<file path="config.mk">
export PLATFORM = sky130hd
export DESIGN_NAME = asa_tm_interface
export DESIGN_NICKNAME = d
export VERILOG_FILES = /design/src/common/buf_pkg.sv /design/src/common/tm_pkg.sv /design/src/verilog/asa_tm_interface.sv /design/src/verilog/release_merger.sv /design/src/read_count/read_count_tracker.sv /design/src/poll/asa_poll_stage.sv /design/src/verilog/sync_fifo.sv
export VERILOG_INCLUDE_DIRS = /design/src /design/src/common
export SDC_FILE = /design/constraint.sdc
export NUM_CORES = 2
export LEC_CHECK = 0
export ABC_AREA = 0
export BUFFER_PORTS_ARGS = -buffer_cell sky130_fd_sc_hd__clkbuf_2
export CORE_MARGIN = 4
export CORE_UTILIZATION = 62
export CTS_CLUSTER_DIAMETER = 50
export DETAILED_ROUTE_END_ITERATION = 12
export PLACE_DENSITY = 0.79
export SLEW_MARGIN = 20
export SYNTH_ARGS = -nofsm -noshare
export SYNTH_HDL_FRONTEND = slang
export SYNTH_HIERARCHICAL = 1
export SYNTH_SLANG_ARGS = --single-unit
</file>
<file path="constraint.sdc">
create_clock -name clk -period 8.95 [get_ports clk]
set_input_delay 0.895 -clock clk [delete_from_list [all_inputs] [get_ports clk]]
set_output_delay 0.895 -clock clk [all_outputs]
set_load 0.005 [all_outputs]
</file>
<file path="src/common/asa_defines.svh">
// ~~~~~~~~~~~~~~~~~~~~
// widths, FIFO depths and back-pressure thresholds of the ASA/TM interface
// ASA_BP_ON must stay below the request FIFO depth, ASA_BP_OFF below ASA_BP_ON
// ~~~~~~~~~~~~~~~~~~~~
`ifndef ASA_DEFINES_SVH
`define ASA_DEFINES_SVH

`define ASA_PACKET_ID_NBITS      6
`define ASA_QID_NBITS            8
`define ASA_CONN_ID_NBITS        10
`define ASA_CONN_GROUP_NBITS     8
`define ASA_PORT_QUEUE_NBITS     6
`define ASA_PORT_ID_NBITS        4
`define ASA_BUF_PTR_NBITS        12
`define ASA_PACKET_LENGTH_NBITS  14
`define ASA_READ_COUNT_NBITS     5

// request and pending FIFOs share this depth
`define ASA_REQ_FIFO_DEPTH_NBITS 4
`define ASA_REL_FIFO_DEPTH_NBITS 3

`define ASA_BP_ON                10
`define ASA_BP_OFF               6

`endif
</file>
<file path="src/common/buf_pkg.sv">
// ~~~~~~~~~~~~~~~~~~~~
// buffer-side types: packet descriptor, read count and buffer release
// ~~~~~~~~~~~~~~~~~~~~
`default_nettype none
`include "asa_defines.svh"

package buf_pkg;

	typedef struct packed {
		logic [`ASA_PORT_ID_NBITS-1:0] src_port;
		logic [`ASA_PORT_ID_NBITS-1:0] dst_port;
		logic [`ASA_BUF_PTR_NBITS-1:0] buf_ptr;
		logic [`ASA_PACKET_LENGTH_NBITS-1:0] packet_length;
	} pkt_desc_t;

	typedef logic [`ASA_READ_COUNT_NBITS-1:0] read_count_t;

	// one buffer release towards the buffer manager
	typedef struct packed {
		read_count_t read_count;
		logic [`ASA_PORT_ID_NBITS-1:0] port_id;
		logic [`ASA_BUF_PTR_NBITS-1:0] buf_ptr;
		logic [`ASA_PACKET_LENGTH_NBITS-1:0] packet_length;
	} buf_release_t;

	typedef enum logic [1:0] {
		init_idle,
		init_clear, // counter table sweep in progress
		init_done
	} init_state_e;

endpackage

`default_nettype wire

</file>
<file path="src/common/tm_pkg.sv">
// ~~~~~~~~~~~~~~~~~~~~
// replication-engine and traffic-manager side structs
// the descriptor type comes from buf_pkg, so compile that first
// ~~~~~~~~~~~~~~~~~~~~
`default_nettype none
`include "asa_defines.svh"

package tm_pkg;

	typedef struct packed {
		logic [`ASA_PACKET_ID_NBITS-1:0] packet_id;
		logic [`ASA_QID_NBITS-1:0] qid;
		logic ucast;
		logic last; // last copy of a multicast packet
		logic drop;
		buf_pkg::pkt_desc_t desc;
	} rep_req_t;

	typedef struct packed {
		logic [`ASA_QID_NBITS-1:0] qid;
		logic [`ASA_PORT_ID_NBITS-1:0] src_port;
	} tm_poll_t;

	typedef struct packed {
		logic drop;
		logic [`ASA_CONN_ID_NBITS-1:0] conn_id;
		logic [`ASA_CONN_GROUP_NBITS-1:0] conn_group_id;
		logic [`ASA_PORT_QUEUE_NBITS-1:0] port_queue_id;
		logic [`ASA_PORT_ID_NBITS-1:0] port_id;
	} tm_ack_t;

	typedef struct packed {
		logic [`ASA_QID_NBITS-1:0] qid;
		logic [`ASA_CONN_ID_NBITS-1:0] conn_id;
		logic [`ASA_CONN_GROUP_NBITS-1:0] conn_group_id;
		logic [`ASA_PORT_QUEUE_NBITS-1:0] port_queue_id;
		buf_pkg::pkt_desc_t desc;
	} tm_enq_t;

	// drop here is the request drop OR the acknowledge drop
	typedef struct packed {
		logic [`ASA_PACKET_ID_NBITS-1:0] packet_id;
		logic ucast;
		logic last;
		logic drop;
		buf_pkg::pkt_desc_t desc;
	} resolved_copy_t;

endpackage

`default_nettype wire

</file>
<file path="src/verilog/asa_tm_interface.sv">
// ~~~~~~~~~~~~~~~~~~~~
// replication engine to TM interface, strobes only, no back-pressure from TM or BM
// the replication engine must stop within a few cycles of rep_bp
// ~~~~~~~~~~~~~~~~~~~~
`timescale 1ns/1ps
`default_nettype none

module asa_tm_interface (
	input  logic clk,
	input  logic rst_n,
	input  logic rep_req_valid,
	input  tm_pkg::rep_req_t rep_req,
	input  logic tm_ack_valid,
	input  tm_pkg::tm_ack_t tm_ack,
	input  logic discard_valid,
	input  buf_pkg::buf_release_t discard,
	output logic rep_bp,
	output logic tm_poll_valid,
	output tm_pkg::tm_poll_t tm_poll,
	output logic tm_enq_valid,
	output tm_pkg::tm_enq_t tm_enq,
	output logic bm_release_valid,
	output buf_pkg::buf_release_t bm_release
);
	import tm_pkg::*;
	import buf_pkg::*;

	logic init_done;
	logic copy_valid;
	resolved_copy_t copy;
	logic trk_valid;
	buf_release_t trk_release;

	asa_poll_stage poll_stage_i (
		.clk(clk),
		.rst_n(rst_n),
		.rep_req_valid(rep_req_valid),
		.rep_req(rep_req),
		.init_done(init_done),
		.tm_ack_valid(tm_ack_valid),
		.tm_ack(tm_ack),
		.rep_bp(rep_bp),
		.tm_poll_valid(tm_poll_valid),
		.tm_poll(tm_poll),
		.tm_enq_valid(tm_enq_valid),
		.tm_enq(tm_enq),
		.copy_valid(copy_valid),
		.copy(copy)
	);

	read_count_tracker tracker_i (
		.clk(clk),
		.rst_n(rst_n),
		.copy_valid(copy_valid),
		.copy(copy),
		.init_done(init_done),
		.trk_valid(trk_valid),
		.trk_release(trk_release)
	);

	release_merger merger_i (
		.clk(clk),
		.rst_n(rst_n),
		.discard_valid(discard_valid),
		.discard(discard),
		.trk_valid(trk_valid),
		.trk_release(trk_release),
		.bm_release_valid(bm_release_valid),
		.bm_release(bm_release)
	);

endmodule

`default_nettype wire

</file>
<file path="src/verilog/release_merger.sv">
// ~~~~~~~~~~~~~~~~~~~~
// discards win the output, tracker releases queue behind them
// the release FIFO must cover the longest discard burst
// ~~~~~~~~~~~~~~~~~~~~
`timescale 1ns/1ps
`default_nettype none
`include "asa_defines.svh"

module release_merger (
	input  logic clk,
	input  logic rst_n,
	input  logic discard_valid,
	input  buf_pkg::buf_release_t discard,
	input  logic trk_valid,
	input  buf_pkg::buf_release_t trk_release,
	output logic bm_release_valid,
	output buf_pkg::buf_release_t bm_release
);
	import buf_pkg::*;

	buf_release_t rel_head;
	logic rel_empty;
	logic rel_wr;
	logic rel_pop;

	// a tracker release bypasses the queue when nothing is ahead of it
	assign rel_wr = trk_valid & (discard_valid | ~rel_empty);
	assign rel_pop = ~rel_empty & ~discard_valid;

	sync_fifo #(.width($bits(buf_release_t)), .depth_nbits(`ASA_REL_FIFO_DEPTH_NBITS)) rel_fifo_i (
		.clk(clk),
		.rst_n(rst_n),
		.wr(rel_wr),
		.din(trk_release),
		.rd(rel_pop),
		.dout(rel_head),
		.empty(rel_empty),
		.full(),
		.count()
	);

	always_ff @(posedge clk or negedge rst_n) begin
		if (!rst_n) begin
			bm_release_valid <= 1'b0;
		end else begin
			bm_release_valid <= discard_valid | ~rel_empty | trk_valid;
		end
	end

	always_ff @(posedge clk) begin
		if (discard_valid) begin
			bm_release <= discard;
			bm_release.read_count <= '0;
		end else if (!rel_empty) begin
			bm_release <= rel_head;
		end else if (trk_valid) begin
			bm_release <= trk_release;
		end
	end

endmodule

`default_nettype wire

</file>
<file path="src/read_count/read_count_tracker.sv">
// ~~~~~~~~~~~~~~~~~~~~
// counts surviving copies per packet id, releases the buffer on the final copy
// copies must not arrive before init_done, the sweep owns the table until then
// ~~~~~~~~~~~~~~~~~~~~
`timescale 1ns/1ps
`default_nettype none
`include "asa_defines.svh"

module read_count_tracker (
	input  logic clk,
	input  logic rst_n,
	input  logic copy_valid,
	input  tm_pkg::resolved_copy_t copy,
	output logic init_done,
	output logic trk_valid,
	output buf_pkg::buf_release_t trk_release
);
	import buf_pkg::*;

	localparam int num_pkt_ids = 1 << `ASA_PACKET_ID_NBITS;

	init_state_e init_state;
	logic [`ASA_PACKET_ID_NBITS-1:0] init_idx;
	read_count_t cnt_mem [num_pkt_ids];
	read_count_t final_count;
	logic final_copy;

	// the port name hides the enum literal, hence the scoped names below
	assign init_done = (init_state == buf_pkg::init_done);

	assign final_copy = copy.ucast | copy.last;
	assign final_count = cnt_mem[copy.packet_id] + (copy.drop ? 1'b0 : 1'b1);

	always_ff @(posedge clk or negedge rst_n) begin
		if (!rst_n) begin
			init_state <= buf_pkg::init_idle;
			init_idx <= '0;
		end else begin
			case (init_state)
				buf_pkg::init_idle: init_state <= buf_pkg::init_clear;
				buf_pkg::init_clear: begin
					init_idx <= init_idx + 1'b1;
					if (&init_idx) begin
						init_state <= buf_pkg::init_done;
					end
				end
				buf_pkg::init_done: init_state <= buf_pkg::init_done;
				default: init_state <= buf_pkg::init_idle;
			endcase
		end
	end

	always_ff @(posedge clk) begin
		if (init_state == buf_pkg::init_clear) begin
			cnt_mem[init_idx] <= '0;
		end else if (copy_valid) begin
			cnt_mem[copy.packet_id] <= final_copy ? '0 : final_count;
		end
	end

	always_ff @(posedge clk or negedge rst_n) begin
		if (!rst_n) begin
			trk_valid <= 1'b0;
		end else begin
			trk_valid <= copy_valid & final_copy;
		end
	end

	always_ff @(posedge clk) begin
		if (copy_valid & final_copy) begin
			trk_release.read_count <= final_count; // 0 when every copy was dropped
			trk_release.port_id <= copy.desc.src_port;
			trk_release.buf_ptr <= copy.desc.buf_ptr;
			trk_release.packet_length <= copy.desc.packet_length;
		end
	end

endmodule

`default_nettype wire

</file>
<file path="src/poll/asa_poll_stage.sv">
// ~~~~~~~~~~~~~~~~~~~~
// the TM must acknowledge every poll once, in poll order, a cycle or more later
// no polls are issued until init_done from the tracker
// ~~~~~~~~~~~~~~~~~~~~
`timescale 1ns/1ps
`default_nettype none
`include "asa_defines.svh"

module asa_poll_stage (
	input  logic clk,
	input  logic rst_n,
	input  logic rep_req_valid,
	input  tm_pkg::rep_req_t rep_req,
	input  logic init_done,
	input  logic tm_ack_valid,
	input  tm_pkg::tm_ack_t tm_ack,
	output logic rep_bp,
	output logic tm_poll_valid,
	output tm_pkg::tm_poll_t tm_poll,
	output logic tm_enq_valid,
	output tm_pkg::tm_enq_t tm_enq,
	output logic copy_valid,
	output tm_pkg::resolved_copy_t copy
);
	import tm_pkg::*;

	rep_req_t req_head;
	rep_req_t pend_head;
	resolved_copy_t resolved;
	logic req_empty;
	logic pend_full;
	logic req_pop;
	logic [`ASA_REQ_FIFO_DEPTH_NBITS:0] req_count;

	assign req_pop = ~req_empty & ~pend_full & init_done;

	sync_fifo #(.width($bits(rep_req_t)), .depth_nbits(`ASA_REQ_FIFO_DEPTH_NBITS)) req_fifo_i (
		.clk(clk),
		.rst_n(rst_n),
		.wr(rep_req_valid),
		.din(rep_req),
		.rd(req_pop),
		.dout(req_head),
		.empty(req_empty),
		.full(),
		.count(req_count)
	);

	// polled copies wait here for their in-order acknowledge
	sync_fifo #(.width($bits(rep_req_t)), .depth_nbits(`ASA_REQ_FIFO_DEPTH_NBITS)) pend_fifo_i (
		.clk(clk),
		.rst_n(rst_n),
		.wr(req_pop),
		.din(req_head),
		.rd(tm_ack_valid),
		.dout(pend_head),
		.empty(),
		.full(pend_full),
		.count()
	);

	always_comb begin
		resolved.packet_id = pend_head.packet_id;
		resolved.ucast = pend_head.ucast;
		resolved.last = pend_head.last;
		resolved.drop = pend_head.drop | tm_ack.drop;
		resolved.desc = pend_head.desc;
		resolved.desc.dst_port = tm_ack.port_id; // egress port chosen by the TM
	end

	always_ff @(posedge clk or negedge rst_n) begin
		if (!rst_n) begin
			tm_poll_valid <= 1'b0;
			tm_enq_valid <= 1'b0;
			copy_valid <= 1'b0;
			rep_bp <= 1'b0;
		end else begin
			tm_poll_valid <= req_pop;
			tm_enq_valid <= tm_ack_valid & ~resolved.drop;
			copy_valid <= tm_ack_valid; // dropped copies still reach the tracker
			if (req_count > `ASA_BP_ON) begin
				rep_bp <= 1'b1;
			end else if (req_count < `ASA_BP_OFF) begin
				rep_bp <= 1'b0;
			end
		end
	end

	always_ff @(posedge clk) begin
		if (req_pop) begin
			tm_poll.qid <= req_head.qid;
			tm_poll.src_port <= req_head.desc.src_port;
		end
		if (tm_ack_valid) begin
			copy <= resolved;
			tm_enq.qid <= pend_head.qid;
			tm_enq.conn_id <= tm_ack.conn_id;
			tm_enq.conn_group_id <= tm_ack.conn_group_id;
			tm_enq.port_queue_id <= tm_ack.port_queue_id;
			tm_enq.desc <= resolved.desc;
		end
	end

endmodule

`default_nettype wire

</file>
<file path="src/verilog/sync_fifo.sv">
// ~~~~~~~~~~~~~~~~~~~~
// single-clock register FIFO, head is visible on dout while not empty
// writes to a full FIFO are dropped unless a read happens in the same cycle
// ~~~~~~~~~~~~~~~~~~~~
`timescale 1ns/1ps
`default_nettype none

module sync_fifo #(
	parameter int width = 8,
	parameter int depth_nbits = 4
) (
	input  logic clk,
	input  logic rst_n,
	input  logic wr,
	input  logic [width-1:0] din,
	input  logic rd,
	output logic [width-1:0] dout,
	output logic empty,
	output logic full,
	output logic [depth_nbits:0] count
);
	localparam int depth = 1 << depth_nbits;

	logic [width-1:0] mem [depth];
	logic [depth_nbits-1:0] wr_ptr;
	logic [depth_nbits-1:0] rd_ptr;
	logic wr_en;
	logic rd_en;

	assign rd_en = rd & ~empty;
	assign wr_en = wr & (~full | rd_en);
	assign empty = (count == '0);
	assign full = count[depth_nbits]; // count never exceeds depth
	assign dout = mem[rd_ptr];

	always_ff @(posedge clk) begin
		if (wr_en) begin
			mem[wr_ptr] <= din;
		end
	end

	always_ff @(posedge clk or negedge rst_n) begin
		if (!rst_n) begin
			wr_ptr <= '0;
			rd_ptr <= '0;
			count <= '0;
		end else begin
			if (wr_en) begin
				wr_ptr <= wr_ptr + 1'b1;
			end
			if (rd_en) begin
				rd_ptr <= rd_ptr + 1'b1;
			end
			case ({wr_en, rd_en})
				2'b10: count <= count + 1'b1;
				2'b01: count <= count - 1'b1;
				default: count <= count;
			endcase
		end
	end

endmodule

`default_nettype wire

</file>
==> metrics.txt <==
Synth-to-Final Area Change=10.93%; net switching power=around 7600 uW; internal power=between 20000 and 25000 uW; Worst R2R Setup Slack=4100 ps; Longest Clk Path Bufs=3; Avg Inst Size Synth=slightly above 20 um2; vias in the first global route=between 40k and 50k; share of post-route cells with drive strength above 1=between 20% and 30%; combinational power share=18.6%; commonest cells after routing, fill and taps aside=2256 x edfxtp_1, 338 x mux2i_1, 268 x mux4_2; class of the worst hold path=in2async; final setup TNS=0 ps; Critical Path Slowest Stage Cell=dfrtp_4; die width=389.9 um; slowest stage delay, CP=slightly below 1000 ps; RSZ-0062 raised after global routing=no; Slew @ Worst Pin=around 1100 ps; HPWL after DPL=just over 100 mm; Max Slew Vio Count=0; post-CTS setup buffer count=0; sequential power share=around 50%; worst path cell trace=buf_4, and2_4, buf_4, a21oi_1, a22oi_1, nand2_1; port buffer count=about 230; clock slew at reported path FFs=60 ps; DR pass1 iterations=7; cells on worst reg2reg path=6; CTS H-tree lvls=4; Max-Cap Viols=0; cell area after layout=approximately 100000 um2; switching portion of total power=27.35%; grt total ovfl=0; Setup Viol. Count Final=0; P_leak=between 0.03 and 0.04 uW; gr usage total=25.80%; CTS Hold Bufs=0; via count=about 44k; Clock Skews=roughly 34 ps; delay-heaviest family, CP=buffers and inverters; core footprint=144400 um2; pin count of the biggest net entering global routing=around 140; I/O pin cnt=between 200 and 250; placed cell area=between 90000 and 100000 um2; crit path time final=~4900 ps; DR vias/cell=6.519; outcome=completed; post-CTS resize count=0; Synth Warn #=6; row count=approximately 140; clock sink count=roughly 2.3k; pwr dens=between 200 and 300 nW/um2; nets=~5k; final hold viol count=0; RR Endpoint=poll_stage_i/pend_fifo_i/mem[15][24]; Rel. slew slack=26.79%; final worst-path cycle share=about 54%; Detail Route Antenna Nets=0; most common cell after layout, fill and taps aside=edfxtp_1; max frequency=between 0.2 and 0.25 GHz; initial core utilization=62.66%; Syn Std Cell Area=approximately 90000 um2; Post-Route WL=a little under 200 mm; gp weighted congestion=between 0.7 and 0.8; Cells after Synth=between 4k and 5k; part of the power in the clock network=around a third; Critical path buffers and inverters=2; crit-path max FO=58; Routed wire per std cell=about 29 um; DIE HEIGHT=between 300 and 400 um; WS Path Type=reg2reg; WP data required=between 9000 and 10000 ps; arrival time worst endpoint=~5200 ps; Worst Setup Start Kind=flop; maximum VDD drop=between 0.3 and 0.4 mV; Die Area=about 150000 um2; CTS tree=built; nature of the critical path endpoint=flop; most frequent CP cell=buf_4; initial antenna violation count=14; Iter 0 DRT Violations=4924; first-pass GRT wire length=291.0 mm; # DRC=0; syn_nets=between 4k and 5k; reg-to-reg startpoint=poll_stage_i/req_fifo_i/rd_ptr[1]; number of CTS-inserted buffers=221; root buffer cell=clkbuf_16; Worst-Skew Late Latency=840 ps
-- through the flow --
| step | cells | util (%) | power (uW) | setup WS (ps) | hold slack [ps] |
|---|---|---|---|---|---|
| floorplan | 4468 | - | 17440 | 2699 | 427.7 |
| detailed placement | 6397 | 64.61 | 19010 | 3798 | 437.3 |
| global route | 6814 | 69.50 | 28920 | 3873 | 206.3 |
| finish | 6819 | 69.51 | 27850 | 4099 | 233.8 |
| global placement | 6397 | 64.61 | 18850 | 3902 | 433.3 |
| CTS | 6811 | 69.49 | 27990 | 3709 | 181.6 |
-- flip-flops by register name, summed over array words and instances (netlist names), 4 cells and up --
name                             cells
merger_i/bm_release                 35
merger_i/rel_fifo_i/count            4
merger_i/rel_fifo_i/mem            280
poll_stage_i/copy                   43
poll_stage_i/pend_fifo_i/count       5
poll_stage_i/pend_fifo_i/mem       752
poll_stage_i/pend_fifo_i/rd_ptr      4
poll_stage_i/pend_fifo_i/wr_ptr      4
poll_stage_i/req_fifo_i/count        5
poll_stage_i/req_fifo_i/mem        752
poll_stage_i/req_fifo_i/rd_ptr       4
poll_stage_i/req_fifo_i/wr_ptr       4
poll_stage_i/tm_enq                 32
poll_stage_i/tm_poll                12
tracker_i/cnt_mem                  320
tracker_i/init_idx                   6
tracker_i/trk_release               35
-- power groups by stage --
stage / clock (uW) / combinational [uW] / sequential (uW)
floorplan: 0 / 4000 / 13400
global placement: 0 / 5050 / 13800
detailed placement: 0 / 5150 / 13900
CTS: 9130 / 5200 / 13700
global route: 9610 / 5570 / 13700
finish: 9000 / 5190 / 13700
-- routing by layer --
layer	wire [um]	track usage, %	vias to the layer above
li1	-	-	18810
met5	71	0	-
met4	5534	8.058	12
met2	98350	42.58	2241
met1	74880	35.79	22970
met3	17180	4.593	416
-- final cells by class --
| type | count | area, um2 |
|---|---|---|
| flip-flops and latches | 2311 | 69130 |
| fillers | 8410 | 44020 |
| multi-input cells | 1848 | 19870 |
| clock buffers | 286 | 5867 |
| well taps | 1903 | 2381 |
| repair buffers | 304 | 1779 |
| clock inverters | 128 | 1172 |
| inverters | 31 | 116.4 |
| diodes | 8 | 20.02 |
-- how the worst max path moves through the flow --
stage                                                  from  slack, ps  depth (start not counted)                                    to
after floorplan                     tracker_i/init_state[0]       2700                          7     poll_stage_i/req_fifo_i/mem[3][0]
after global placement                poll_stage_i/copy[38]       3900                         11              tracker_i/cnt_mem[24][4]
after detailed placement              poll_stage_i/copy[38]       3800                         11              tracker_i/cnt_mem[24][4]
after CTS                             poll_stage_i/copy[38]       3710                         11              tracker_i/cnt_mem[55][4]
after global routing                  poll_stage_i/copy[38]       3870                         11              tracker_i/cnt_mem[62][4]
final                     poll_stage_i/req_fifo_i/rd_ptr[1]       4100                          6  poll_stage_i/pend_fifo_i/mem[15][24]
Note: power is estimated with default switching activity, not from simulation.
